==> src/include/cache_defs.svh <==
`ifndef CACHE_DEFS_SVH
`define CACHE_DEFS_SVH

// ----------------------------------------
// Address split: tag | index | word offset
// ----------------------------------------
`define CACHE_ADDR_W      12
`define CACHE_TAG_W       6
`define CACHE_INDEX_W     4
`define CACHE_OFFSET_W    2

// Geometry
`define CACHE_SETS        16
`define CACHE_WORD_W      32
`define CACHE_LINE_W      128   // 4 words per line

// Backing store
`define CACHE_MEM_LATENCY 6     // Cycles from request to mem_ack

`endif

==> src/cache_pkg.sv <==
`include "cache_defs.svh"

package cache_pkg;

	// ----------------------------------------
	// CPU side
	// ----------------------------------------
	typedef struct packed {
		logic [`CACHE_ADDR_W-1:0] addr;   // Word address
		logic [`CACHE_WORD_W-1:0] wdata;
		logic                     write;  // 1 = store, 0 = load
	} cache_req_t;

	// ----------------------------------------
	// Memory side
	// ----------------------------------------
	typedef struct packed {
		logic [`CACHE_TAG_W-1:0]   tag;
		logic [`CACHE_INDEX_W-1:0] index;
	} line_addr_t;

	typedef struct packed {
		line_addr_t               addr;
		logic [`CACHE_LINE_W-1:0] data;   // Only meaningful for writes
		logic                     write;
	} mem_req_t;

	// Controller states
	typedef enum logic [2:0] {
		ST_IDLE,
		ST_LOOKUP,
		ST_WRITE_BACK,
		ST_ALLOCATE,
		ST_FLUSH_SCAN,
		ST_FLUSH_WB,
		ST_RESPOND
	} ctrl_state_t;

endpackage

==> src/cache_way.sv <==
`include "cache_defs.svh"

module cache_way (
	input  logic                      clk,
	input  logic                      rst_n,
	input  logic [`CACHE_INDEX_W-1:0] index,
	input  logic [`CACHE_TAG_W-1:0]   tag,
	input  logic                      wr_en,
	input  logic [`CACHE_LINE_W-1:0]  wr_line,
	input  logic                      wr_dirty,
	input  logic                      wr_valid,
	output logic                      hit,
	output logic [`CACHE_LINE_W-1:0]  rd_line,
	output logic [`CACHE_TAG_W-1:0]   rd_tag,
	output logic                      rd_valid,
	output logic                      rd_dirty
);

	// ----------------------------------------
	// Storage
	// ----------------------------------------
	logic [`CACHE_TAG_W-1:0]  tag_mem  [`CACHE_SETS];
	logic [`CACHE_LINE_W-1:0] data_mem [`CACHE_SETS];
	logic [`CACHE_SETS-1:0]   valid_q;
	logic [`CACHE_SETS-1:0]   dirty_q;

	// Asynchronous read of the selected set
	assign rd_line  = data_mem[index];
	assign rd_tag   = tag_mem[index];
	assign rd_valid = valid_q[index];
	assign rd_dirty = dirty_q[index];

	// Tag compare
	assign hit = rd_valid && (rd_tag == tag);

	// ----------------------------------------
	// Write port
	// ----------------------------------------
	always_ff @(posedge clk or negedge rst_n) begin
		if (!rst_n) begin
			valid_q <= '0;
			dirty_q <= '0;
		end else if (wr_en) begin
			valid_q[index] <= wr_valid;
			dirty_q[index] <= wr_dirty;
		end
	end

	always_ff @(posedge clk) begin
		if (wr_en) begin
			tag_mem[index]  <= tag;      // Tag follows every line write
			data_mem[index] <= wr_line;
		end
	end

endmodule

==> src/cache_controller.sv <==
`include "cache_defs.svh"

module cache_controller (
	input  logic                     clk,
	input  logic                     rst_n,
	input  cache_pkg::cache_req_t    req,
	input  logic                     req_valid,
	output logic                     req_ready,
	input  logic                     flush_req,
	output logic                     flush_done,
	output logic                     rsp_valid,
	output logic [`CACHE_WORD_W-1:0] rsp_data,
	output cache_pkg::mem_req_t      mem_req,
	output logic                     mem_req_valid,
	input  logic                     mem_ack,
	input  logic [`CACHE_LINE_W-1:0] mem_rdata
);

	cache_pkg::ctrl_state_t     state_q;
	cache_pkg::ctrl_state_t     state_d;
	cache_pkg::cache_req_t      req_q;
	cache_pkg::line_addr_t      req_line;
	logic [`CACHE_OFFSET_W-1:0] req_offset;

	logic [`CACHE_SETS-1:0]     lru_q;       // Per set: the way to replace next
	logic                       victim_q;
	logic [`CACHE_INDEX_W:0]    flush_cnt;   // {set, way}
	logic [`CACHE_INDEX_W-1:0]  flush_set;
	logic                       flush_way;
	logic                       flush_last;
	logic                       flush_dirty;
	logic                       flush_step;

	// Way ports
	logic [`CACHE_INDEX_W-1:0]  way_index;
	logic [1:0]                 way_wr_en;
	logic [`CACHE_LINE_W-1:0]   way_wr_line;
	logic                       way_wr_dirty;
	logic                       way_wr_valid;
	logic [1:0]                 hit;
	logic [1:0]                 rd_valid;
	logic [1:0]                 rd_dirty;
	logic [`CACHE_LINE_W-1:0]   rd_line [2];
	logic [`CACHE_TAG_W-1:0]    rd_tag  [2];

	logic                       any_hit;
	logic [`CACHE_LINE_W-1:0]   hit_line;
	logic [`CACHE_LINE_W-1:0]   merged_line;
	logic [`CACHE_WORD_W-1:0]   hit_word;
	logic                       victim;
	logic                       victim_dirty;
	logic                       mem_issue;
	cache_pkg::mem_req_t        mem_req_d;

	assign req_ready  = (state_q == cache_pkg::ST_IDLE);
	assign req_line   = cache_pkg::line_addr_t'(req_q.addr[`CACHE_ADDR_W-1:`CACHE_OFFSET_W]);
	assign req_offset = req_q.addr[`CACHE_OFFSET_W-1:0];

	assign flush_set  = flush_cnt[`CACHE_INDEX_W:1];
	assign flush_way  = flush_cnt[0];
	assign flush_last = &flush_cnt;
	assign way_index  = (state_q == cache_pkg::ST_FLUSH_SCAN || state_q == cache_pkg::ST_FLUSH_WB) ?
		flush_set : req_line.index;

	// ----------------------------------------
	// Ways
	// ----------------------------------------
	for (genvar w = 0; w < 2; w++) begin : g_way
		cache_way u_way (
			.clk      (clk),
			.rst_n    (rst_n),
			.index    (way_index),
			.tag      (req_line.tag),
			.wr_en    (way_wr_en[w]),
			.wr_line  (way_wr_line),
			.wr_dirty (way_wr_dirty),
			.wr_valid (way_wr_valid),
			.hit      (hit[w]),
			.rd_line  (rd_line[w]),
			.rd_tag   (rd_tag[w]),
			.rd_valid (rd_valid[w]),
			.rd_dirty (rd_dirty[w])
		);
	end

	// Hit data, word select and store merge
	assign any_hit  = |hit;
	assign hit_line = hit[1] ? rd_line[1] : rd_line[0];
	assign hit_word = hit_line[req_offset*`CACHE_WORD_W +: `CACHE_WORD_W];

	always_comb begin
		merged_line = hit_line;
		merged_line[req_offset*`CACHE_WORD_W +: `CACHE_WORD_W] = req_q.wdata;
	end

	// Victim: an empty way first, else the LRU way
	always_comb begin
		if (!rd_valid[0]) begin
			victim = 1'b0;
		end else if (!rd_valid[1]) begin
			victim = 1'b1;
		end else begin
			victim = lru_q[req_line.index];
		end
	end

	assign victim_dirty = rd_valid[victim] && rd_dirty[victim];
	assign flush_dirty  = rd_valid[flush_way] && rd_dirty[flush_way];
	assign flush_step   = (state_q == cache_pkg::ST_FLUSH_SCAN && !flush_dirty) ||
		(state_q == cache_pkg::ST_FLUSH_WB && mem_ack);

	// ----------------------------------------
	// Next state
	// ----------------------------------------
	always_comb begin
		state_d = state_q;
		case (state_q)
			cache_pkg::ST_IDLE: begin
				if (flush_req) begin
					state_d = cache_pkg::ST_FLUSH_SCAN;
				end else if (req_valid) begin
					state_d = cache_pkg::ST_LOOKUP;
				end
			end
			cache_pkg::ST_LOOKUP: begin
				if (any_hit) begin
					state_d = cache_pkg::ST_RESPOND;
				end else if (victim_dirty) begin
					state_d = cache_pkg::ST_WRITE_BACK;
				end else begin
					state_d = cache_pkg::ST_ALLOCATE;
				end
			end
			cache_pkg::ST_WRITE_BACK: if (mem_ack) state_d = cache_pkg::ST_ALLOCATE;
			cache_pkg::ST_ALLOCATE:   if (mem_ack) state_d = cache_pkg::ST_LOOKUP;  // Retry
			cache_pkg::ST_FLUSH_SCAN: begin
				if (flush_dirty) begin
					state_d = cache_pkg::ST_FLUSH_WB;
				end else if (flush_last) begin
					state_d = cache_pkg::ST_IDLE;
				end
			end
			cache_pkg::ST_FLUSH_WB: begin
				if (mem_ack) begin
					state_d = flush_last ? cache_pkg::ST_IDLE : cache_pkg::ST_FLUSH_SCAN;
				end
			end
			default: state_d = cache_pkg::ST_IDLE;   // ST_RESPOND
		endcase
	end

	// Way writes: store hit, refill, invalidate during flush
	always_comb begin
		way_wr_en    = '0;
		way_wr_line  = merged_line;
		way_wr_dirty = 1'b0;
		way_wr_valid = 1'b0;
		case (state_q)
			cache_pkg::ST_LOOKUP: begin
				if (any_hit && req_q.write) begin
					way_wr_en    = hit;
					way_wr_dirty = 1'b1;
					way_wr_valid = 1'b1;
				end
			end
			cache_pkg::ST_ALLOCATE: begin
				if (mem_ack) begin
					way_wr_en[victim_q] = 1'b1;
					way_wr_line         = mem_rdata;
					way_wr_valid        = 1'b1;
				end
			end
			cache_pkg::ST_FLUSH_SCAN: if (!flush_dirty) way_wr_en[flush_way] = 1'b1;
			cache_pkg::ST_FLUSH_WB:   if (mem_ack) way_wr_en[flush_way] = 1'b1;
			default: ;
		endcase
	end

	// Memory requests
	always_comb begin
		mem_issue       = 1'b0;
		mem_req_d.addr  = req_line;
		mem_req_d.data  = '0;
		mem_req_d.write = 1'b0;
		case (state_q)
			cache_pkg::ST_LOOKUP: begin
				if (!any_hit) begin
					mem_issue = 1'b1;
					if (victim_dirty) begin       // Evict first
						mem_req_d.addr  = '{tag: rd_tag[victim], index: req_line.index};
						mem_req_d.data  = rd_line[victim];
						mem_req_d.write = 1'b1;
					end
				end
			end
			cache_pkg::ST_WRITE_BACK: mem_issue = mem_ack;  // Refill read after eviction
			cache_pkg::ST_FLUSH_SCAN: begin
				if (flush_dirty) begin
					mem_issue       = 1'b1;
					mem_req_d.addr  = '{tag: rd_tag[flush_way], index: flush_set};
					mem_req_d.data  = rd_line[flush_way];
					mem_req_d.write = 1'b1;
				end
			end
			default: ;
		endcase
	end

	// ----------------------------------------
	// Registers
	// ----------------------------------------
	always_ff @(posedge clk or negedge rst_n) begin
		if (!rst_n) begin
			state_q       <= cache_pkg::ST_IDLE;
			lru_q         <= '0;
			victim_q      <= 1'b0;
			flush_cnt     <= '0;
			mem_req_valid <= 1'b0;
			rsp_valid     <= 1'b0;
			flush_done    <= 1'b0;
		end else begin
			state_q       <= state_d;
			mem_req_valid <= mem_issue;
			rsp_valid     <= (state_q == cache_pkg::ST_LOOKUP) && any_hit;
			flush_done    <= flush_step && flush_last;
			if (state_q == cache_pkg::ST_LOOKUP) begin
				if (any_hit) begin
					lru_q[req_line.index] <= hit[0];  // Other way becomes LRU
				end else begin
					victim_q <= victim;
				end
			end
			if (flush_step) begin
				flush_cnt <= flush_cnt + 1'b1;    // Wraps to zero after the last entry
			end
		end
	end

	always_ff @(posedge clk) begin
		if (req_ready && req_valid && !flush_req) begin
			req_q <= req;
		end
		if (mem_issue) begin
			mem_req <= mem_req_d;
		end
		if (state_q == cache_pkg::ST_LOOKUP && any_hit) begin
			rsp_data <= req_q.write ? '0 : hit_word;
		end
	end

	// A line lives in at most one way
	a_single_hit: assert property (@(posedge clk) disable iff (!rst_n)
		!(hit[0] && hit[1]))
		else $error("cache_controller: both ways hit");

	a_rsp_in_respond: assert property (@(posedge clk) disable iff (!rst_n)
		rsp_valid |-> (state_q == cache_pkg::ST_RESPOND))
		else $error("cache_controller: rsp_valid outside ST_RESPOND");

endmodule

==> config.mk <==
export PLATFORM = sky130hd
export DESIGN_NAME = cache_controller
export DESIGN_NICKNAME = d
export VERILOG_FILES = /design/src/cache_pkg.sv /design/src/cache_way.sv /design/src/cache_controller.sv
export VERILOG_INCLUDE_DIRS = /design/src /design/src/include
export SDC_FILE = /design/constraint.sdc
export NUM_CORES = 2
export LEC_CHECK = 0
export BUFFER_PORTS_ARGS = -buffer_cell sky130_fd_sc_hd__buf_2
export CORE_MARGIN = 3
export CORE_UTILIZATION = 35
export DETAILED_ROUTE_END_ITERATION = 7
export PLACE_DENSITY_LB_ADDON = 0.2
export SLEW_MARGIN = 20
export SYNTH_ARGS = -nofsm -noshare
export SYNTH_HDL_FRONTEND = slang
export SYNTH_MEMORY_MAX_BITS = 65536
export SYNTH_SLANG_ARGS = --single-unit
==> constraint.sdc <==
create_clock -name clk -period 19.9 [get_ports clk]
set_input_delay 1.99 -clock clk [delete_from_list [all_inputs] [get_ports clk]]
set_output_delay 1.99 -clock clk [all_outputs]
set_load 0.01 [all_outputs]
* After elaboration in Yosys (flattened, before gate mapping)
Memories as Yosys holds them, arrays and structs flattened.
Index checks and enable logic that the tools add are counted.
** Operators by class
- Add/subtract/negate cells :: 2
- Magnitude comparators :: 11
- Eq/ne operators :: 12
- Shifts and indexed selects :: 3
- Muxes and demuxes :: 81
- Bitwise logic cells :: 3
- Reductions and logical operators :: 25
** Operator list (count)
- $mux W128 :: 9
- $mux W139 :: 3
- $pmux W139 S2 :: 1
- $bwmux W128 :: 1
- $shift A32 B34 Y128 const A :: 1
- $shiftx A128 B8 Y32 :: 1
- $shiftx A32 B34 Y128 :: 1
- $bwmux W16 :: 5
- $mux W6 :: 6
- $neg A7 Y34 :: 1
- $mux W1 :: 29
- $mux W3 :: 9
- $bmux W1 S4 :: 5
- $pmux W3 S6 :: 1
- $logic_and A1 B1 Y1 :: 15
- $eq A6 B6 Y1 :: 2
- $lt A4 B5 Y1 const B :: 2
- $reduce_and A5 Y1 :: 2
- $demux W1 S4 :: 2
- $ge A4 B1 Y1 const B :: 2
- $mux W2 :: 4
- $pmux W2 S4 :: 1
- $eq A3 B2 Y1 const B :: 2
- $eq A3 B3 Y1 const B :: 2
- 19 further kinds :: 30
** Storage, ports and cells
- Flip-flop bits (word level) :: 308
- Bits in writable memories :: 4288
- Input port bits :: 178
- Output and inout bits :: 175
- Logic and storage cells :: 160
- Memories kept :: 4
** Memories
- g_way[0].u_way.data_mem :: depth 16, bits a word 128, rd ports 1, clocked after Yosys merged registers in 0, write ports 1, line cache_way.sv:23 : logic [`CACHE_LINE_W-1:0] data_mem [`CACHE_SETS];
- g_way[1].u_way.data_mem :: depth 16, bits a word 128, rd ports 1, clocked after Yosys merged registers in 0, write ports 1, line cache_way.sv:23
- g_way[0].u_way.tag_mem :: depth 16, bits a word 6, rd ports 1, clocked after Yosys merged registers in 0, write ports 1, line cache_way.sv:22 : logic [`CACHE_TAG_W-1:0] tag_mem [`CACHE_SETS];
- g_way[1].u_way.tag_mem :: depth 16, bits a word 6, rd ports 1, clocked after Yosys merged registers in 0, write ports 1, line cache_way.sv:22

* Depth between registers and ports, before layout
- Depth in word-level cells :: 14
- Depth in mapped cells :: 20
- Depth with buffers taken out :: 11

* Hierarchy
Synthesis repeated with hierarchy kept, for this count alone.
** Second synthesis, totals
- Cells, all modules :: 7619
- Area, all modules :: 178532.5 µm²
** By module, submodules not included
- cache_way (g_way[0].u_way) :: times used 1, cells an instance 3104, area each 81837.2 µm², seq. area each 65182.5 µm²
- cache_way (g_way[1].u_way) :: times used 1, cells an instance 3118, area each 81836.0 µm², seq. area each 65182.5 µm²
- cache_controller :: times used 1, cells an instance 1397, area each 14859.3 µm², seq. area each 7186.9 µm²

* Worst setup path before layout
Ideal clock, no wire load.
- Path kind :: register to register
- Start point :: register state_q[1]
- End point :: register mem_req_valid
- Library setup time :: 1.135 ns
- Arrival :: 12.598 ns
- Required time :: 18.765 ns
- Path slack :: 6.167 ns
- Stages on the path, launching flop included :: 16
- Buffers on the path :: 4
- Period minus slack after synthesis :: 13.733 ns
- Cell sequence :: dfrtp_1 > buf_4 > nor2b_1 > buf_2 > mux2_2 > buf_2 > buf_2 > mux2i_1 > o22ai_1 > nor4_2 > xnor2_1 > nor3_1 > and2_2 > nor2_1 > a22oi_1 > o21ai_0
** Between the ends
- Cells in the longest elaborated chain, start to end :: 10
- Elaborated cells on any way between the ends :: 29
- Those cells by class :: eq/ne (6); mux (16); reduce/logical (5); memory (2)
** RTL lines
- from (decl) :: line cache_controller.sv:19 : cache_pkg::ctrl_state_t state_q;
- from (signal assigned) :: line cache_controller.sv:214 : state_q <= cache_pkg::ST_IDLE;
- from (signal assigned) :: line cache_controller.sv:222 : state_q <= state_d;
- branches (longest 9 deep; another with $mem_v2 Z16 W6)
- $pmux W1 S3 (*) :: line cache_controller.sv:185 : case (state_q)
- named net mem_issue :: line cache_controller.sv:52 : logic mem_issue;
- to (signal assigned) :: line cache_controller.sv:223 : mem_req_valid <= mem_issue;
- to (decl) :: line cache_controller.sv:14 : output logic mem_req_valid,
Mark *: on every way through the listed nets, which the timed path passes. The select of a mux whose other input is x is not followed.
A chain may end at the register's enable or synchronous reset.

* Worst setup path after layout
- Start point :: register state_q[1]
- End point :: memory g_way[0].u_way.data_mem[14][48] (netlist bit), enable pin
** Between the ends
- Cells in the longest elaborated chain, start to end :: 12
- Elaborated cells on any way between the ends :: 32
- Those cells by class :: eq/ne (6); mux (18); reduce/logical (6); memory (2)
** RTL lines
- $eq A3 B3 Y1 :: line cache_controller.sv:62, cache_controller.sv:158
- $logic_or A1 B1 Y1 :: line cache_controller.sv:62 : assign way_index = (state_q == cache_pkg::ST_FLUSH_SCAN || state_q == cache_pkg::ST_FLUSH_WB) ?
- $mux W4 :: line cache_controller.sv:62
- $mem_v2 Z16 W6 (tied with other cells)
- $eq A6 B6 Y1 (tied with other cells) :: line cache_way.sv:34 : assign hit = rd_valid && (rd_tag == tag);
- $logic_and A1 B1 Y1 / $mux W1 (equally long branches) :: line cache_way.sv:34, cache_controller.sv:108
- $reduce_or A2 Y1 / $mux W1 (equally long branches) :: line cache_controller.sv:87, cache_controller.sv:108
- $logic_and A1 B1 Y1, on equally long branches :: line cache_controller.sv:160, cache_controller.sv:108
- $mux W2, on equally long branches :: line cache_controller.sv:160, cache_controller.sv:173
- $pmux W2 S4 :: line cache_controller.sv:158 : case (state_q)
- $mux W1 :: line cache_way.sv:50 : if (wr_en) begin
- $mux W1 (implied by the code) :: line cache_way.sv:52 : data_mem[index] <= wr_line;
- to (decl) :: line cache_way.sv:23
Several ways; a longest one is shown, not always the timed one. The select of a mux whose other input is x is not followed.

==> impl_summary.txt <==
----------------------------------------------------
[Run status]
  Result of the run ... completed

[STA]
  Worst clock skew ... 116.7 ps
  Final-report setup violation count ... 0
  Sum Neg Setup Slack ... 0 ps
  Slew headroom ... 16.11%
  Highest achievable clock rate ... 106.7 MHz
  Max Slew Vio Count ... 0
  Post-route minimum period ... 9373 ps
  Unrepaired setup endpoints after global routing ... false
  Actual slew at the worst max-slew pin ... 1258 ps
  Final clock period utilization by the worst path ... 47.10%
  Final hold vios ... 0

[GRT]
  Vias in the first global route ... 116300
  Antenna violations before repair ... 62
  First-pass GRT wire length ... 963300 um
  Total congestion overflow after global routing ... 0
  Overall fraction of global-route tracks in use ... 25.14%
  Largest net degree at the start of global routing ... 168

[Detailed routing]
  Detail-routed net length per standard cell ... 32.40 um
  Remaining DRCs ... 0
  Drt total wl ... 700600 um
  Mean number of vias per cell ... 5.758
  Via count ... 124500
  Iter 0 DRT Violations ... 16050
  Detailed Routing Iterations Pass 1 ... 6
  Number of routed nets with antenna violations ... 0

[Clocking]
  Buffer type at the clock tree root ... sky130_fd_sc_hd__clkbuf_16
  CTS tree ... yes
  Register clock-pin slew on the reported worst setup and hold paths ... 60 ps
  Max H-tree Level ... 5
  Maximum root-to-sink buffer count ... 4
  Setup Fix Bufs, Post-CTS ... 0
  Sink count of the clock tree ... 4596
  Hold buffers post-CTS ... 0
  Number of gates given a new drive strength after cts ... 0
  Clock latency of the later-clocked register in the worst-skew pair ... 1070 ps
  CTS buffer count ... 481

[Logic synthesis]
  Share of synthesized cell area in full adder, half adder and majority cells ... 0.04727%
  Number of unique standard cell types used by synthesis ... 72
  Most frequently used flop master after synthesis ... sky130_fd_sc_hd__edfxtp_1
  Simple-gate area share of the yosys netlist ... 14.93%
  Most frequent cells after synthesis ... sky130_fd_sc_hd__edfxtp_1, sky130_fd_sc_hd__nand2_1, sky130_fd_sc_hd__nand3_1
  Mapped Cells ... 13940
  Synth Warn # ... 0
  Flop and latch count out of synthesis ... 4596
  Top cell type by total area after synthesis ... sky130_fd_sc_hd__edfxtp_1
  Xor/xnor cell area share of the yosys netlist ... 0.05673%
  Sequential share of the synthesized area ... 74.25%
  Top post-synthesis cells by area ... sky130_fd_sc_hd__edfxtp_1, sky130_fd_sc_hd__nand2_1, sky130_fd_sc_hd__nand3_1
  Fraction of synthesized cell area taken by the top area cell type ... 73.00%
  Nets in the synthesized netlist ... 14130
  Post-synthesis mux area share ... 2.678%
  Number of synthesized flops with an enable pin ... 4504
  Cell Area, Synth ... 185300 um2
  Average cell area after synthesis ... 13.29 um2
  Proportion of register bits with asynchronous set or reset after synthesis ... 2.002%
  Most common cell in the synthesized netlist ... sky130_fd_sc_hd__edfxtp_1
  Dominant combinational cell family by area after synthesis ... simple AND/OR/NAND/NOR gates
  Compound-cell area share of the yosys netlist ... 5.753%

[Floorplan]
  Count of boundary I/O pins ... 353
  Number of placement rows ... 266
  Die ar. ... 538100 um2
  Vert. Die Dim ... 733.6 um
  Die X-Extent ... 733.6 um
  Initial cell density of the core ... 35.21%
  Standard cell core area ... 526200 um2

[Setup path]
  WP buf/inv ... 8
  Cell type group with the largest total delay on the critical path ... buffers and inverters
  Startpoint kind of the worst setup timing path ... flip-flop
  Slowest-stage cell, CP ... sky130_fd_sc_hd__buf_4
  CP arrival ... 10000 ps
  Type of the setup path with the least slack ... flip-flop to flip-flop
  Data required time of the worst path ... 20520 ps
  List of cells traversed by the critical path ... nand2b_2 > buf_4 > a21o_4 > buf_4 > buf_4 > mux2i_1 > o22ai_1 > nor4_2 > xnor2_1 > nor4_1 > nor2b_1 > buf_4 > a311oi_2 > buf_4 > or3_1 > inv_8 > buf_4 > buf_4
  Critical path fanouts, max ... 60
  Type of destination of the critical path ... flip-flop
  Critical Path Most Common Cell ... sky130_fd_sc_hd__buf_4
  Stage delay of the slowest cell on the critical path ... 890 ps

[Cells and area]
  P&R area growth vs syn ... 13.94%
  Final Core Density ... 40.12%
  Fraction of final layout cells with drive strength greater than 1 ... 12.71%
  Final #Nets ... 14370

[Pwr]
  Max IR drop VDD ... 0.1704 mV
  Pleak ... 72.89 nW
  Power per cell area ... 132.9 nW/um2

[Place]
  Final HPWL from detailed placement ... 379100 um
  Buffers on Ports ... 352
  RD Place Congestion ... 0.8139

[Hold path]
  Path type of the worst min-delay path ... flip-flop to flip-flop

[Flow run]
  Max Cap Viol ... 0

----------------------------------------------------
## cell usage in the layout, fill, tap and decap left out, types with 18 or more instances in the layout
master                      count
sky130_fd_sc_hd__or3_1         18
sky130_fd_sc_hd__nor2_1       240
sky130_fd_sc_hd__edfxtp_1    4504
sky130_fd_sc_hd__nor3_1        25
sky130_fd_sc_hd__nand3_1     1930
sky130_fd_sc_hd__nand2_1     3939
sky130_fd_sc_hd__mux2i_1      325
sky130_fd_sc_hd__bufinv_16     36
sky130_fd_sc_hd__clkinv_2      79
sky130_fd_sc_hd__buf_12        38
sky130_fd_sc_hd__clkbuf_1     108
sky130_fd_sc_hd__dfrtp_1       92
sky130_fd_sc_hd__a21oi_1      113
sky130_fd_sc_hd__a32oi_1      136
sky130_fd_sc_hd__o21ai_0       38
sky130_fd_sc_hd__o22ai_1      191
sky130_fd_sc_hd__diode_2       64
sky130_fd_sc_hd__buf_2        351
sky130_fd_sc_hd__clkbuf_16    483
sky130_fd_sc_hd__mux2_2       116
sky130_fd_sc_hd__a21o_1        34
sky130_fd_sc_hd__a221oi_1     103
sky130_fd_sc_hd__and3_1       196
sky130_fd_sc_hd__o21a_1        25
sky130_fd_sc_hd__a31o_2       194
sky130_fd_sc_hd__buf_4        370
sky130_fd_sc_hd__a311oi_1     386
sky130_fd_sc_hd__clkinv_1     139
sky130_fd_sc_hd__nor3_2        27
sky130_fd_sc_hd__a31oi_1       67
## flip-flops by register name, summed over array words and instances (netlist names), 3 cells and up
| signal | cells |
|---|---|
| g_way.u_way.data_mem | 4096 |
| g_way.u_way.tag_mem | 192 |
| mem_req | 139 |
| req_q | 33 |
| g_way.u_way.dirty_q | 32 |
| g_way.u_way.valid_q | 32 |
| rsp_data | 32 |
| lru_q | 16 |
| req_line | 10 |
| flush_cnt | 5 |
| state_q | 3 |
## worst register-to-register path, stage by stage, from the launching register on
cell and delay (ps):
sky130_fd_sc_hd__dfrtp_1 790, sky130_fd_sc_hd__nand2b_2 240, sky130_fd_sc_hd__buf_4 530, sky130_fd_sc_hd__a21o_4 570, sky130_fd_sc_hd__buf_4 830, sky130_fd_sc_hd__buf_4 800
sky130_fd_sc_hd__mux2i_1 290, sky130_fd_sc_hd__o22ai_1 120, sky130_fd_sc_hd__nor4_2 420, sky130_fd_sc_hd__xnor2_1 120, sky130_fd_sc_hd__nor4_1 520, sky130_fd_sc_hd__nor2b_1 200
sky130_fd_sc_hd__buf_4 250, sky130_fd_sc_hd__a311oi_2 140, sky130_fd_sc_hd__buf_4 240, sky130_fd_sc_hd__or3_1 470, sky130_fd_sc_hd__inv_8 570, sky130_fd_sc_hd__buf_4 820
sky130_fd_sc_hd__buf_4 930
## cells by family after synthesis
| logic type | after synthesis |
|---|---|
| muxes | 466 |
| buffers and inverters | 1032 |
| and+or+nand+nor | 6464 |
| DFF | 4596 |
| adders and majority gates | 7 |
| xor gates and xnor gates | 12 |
| AOI/OAI and AO/OA | 1365 |
## stage by stage
step / instance area (um2) / std cells / power (mW) / worst slack, ps / hold slack, ps
3_5_place_dp: 195700 / 20670 / 19.39 / 10670 / 489.0
5_1_grt: 211000 / 21570 / 29.00 / 10300 / 515.0
6_report: 211100 / 21620 / 28.06 / 10530 / 501.8
3_3_place_gp: 195600 / 20670 / 19.35 / 10710 / 487.2
2_1_floorplan: 185300 / 13940 / 16.38 / 6167 / 460.7
4_1_cts: 210900 / 21560 / 28.17 / 10640 / 502.0
## cell type report
cell class	count	area (um2)
Sequential cell	4596	137600
Timing Repair Buffer	760	5303
Fill cell	49250	315100
Clock buffer	595	12550
Clock inverter	290	2679
Tap cell	6968	8718
Multi-Input combinational cell	8314	43890
Antenna cell	64	160.2
Inverter	36	247.7
## where the power goes
group | switching, mW | internal, mW
sequential | 0.282 | 12.6
combinational | 4.92 | 1.46
clock | 3.91 | 4.93
total | 9.11 | 19.0
## routing by layer
| layer | global-route usage (%) | wire length, um | part of all wire, % |
|---|---|---|---|
| met1 | 35.73 | 293300 | 42 |
| met2 | 38.36 | 314400 | 45 |
| met3 | 4.008 | 61630 | 8.8 |
| met4 | 10.51 | 31090 | 4.4 |
| met5 | 0 | 187 | 0.027 |
## final timing paths
check                      startpoint                               to  slack, ps  depth (start not counted)
setup / recovery           state_q[1]  g_way[0].u_way.data_mem[14][48]      10530                         18
hold reg to reg              lru_q[0]                         lru_q[0]        500                          2
hold / removal               lru_q[0]                         lru_q[0]        500                          2
setup reg to reg           state_q[1]  g_way[0].u_way.data_mem[14][48]      10530                         18
max in group asynchronous       rst_n                     flush_cnt[0]      17760                          2
min in group asynchronous       rst_n                        rsp_valid        970                          1
(Power assumes the default switching activity.)
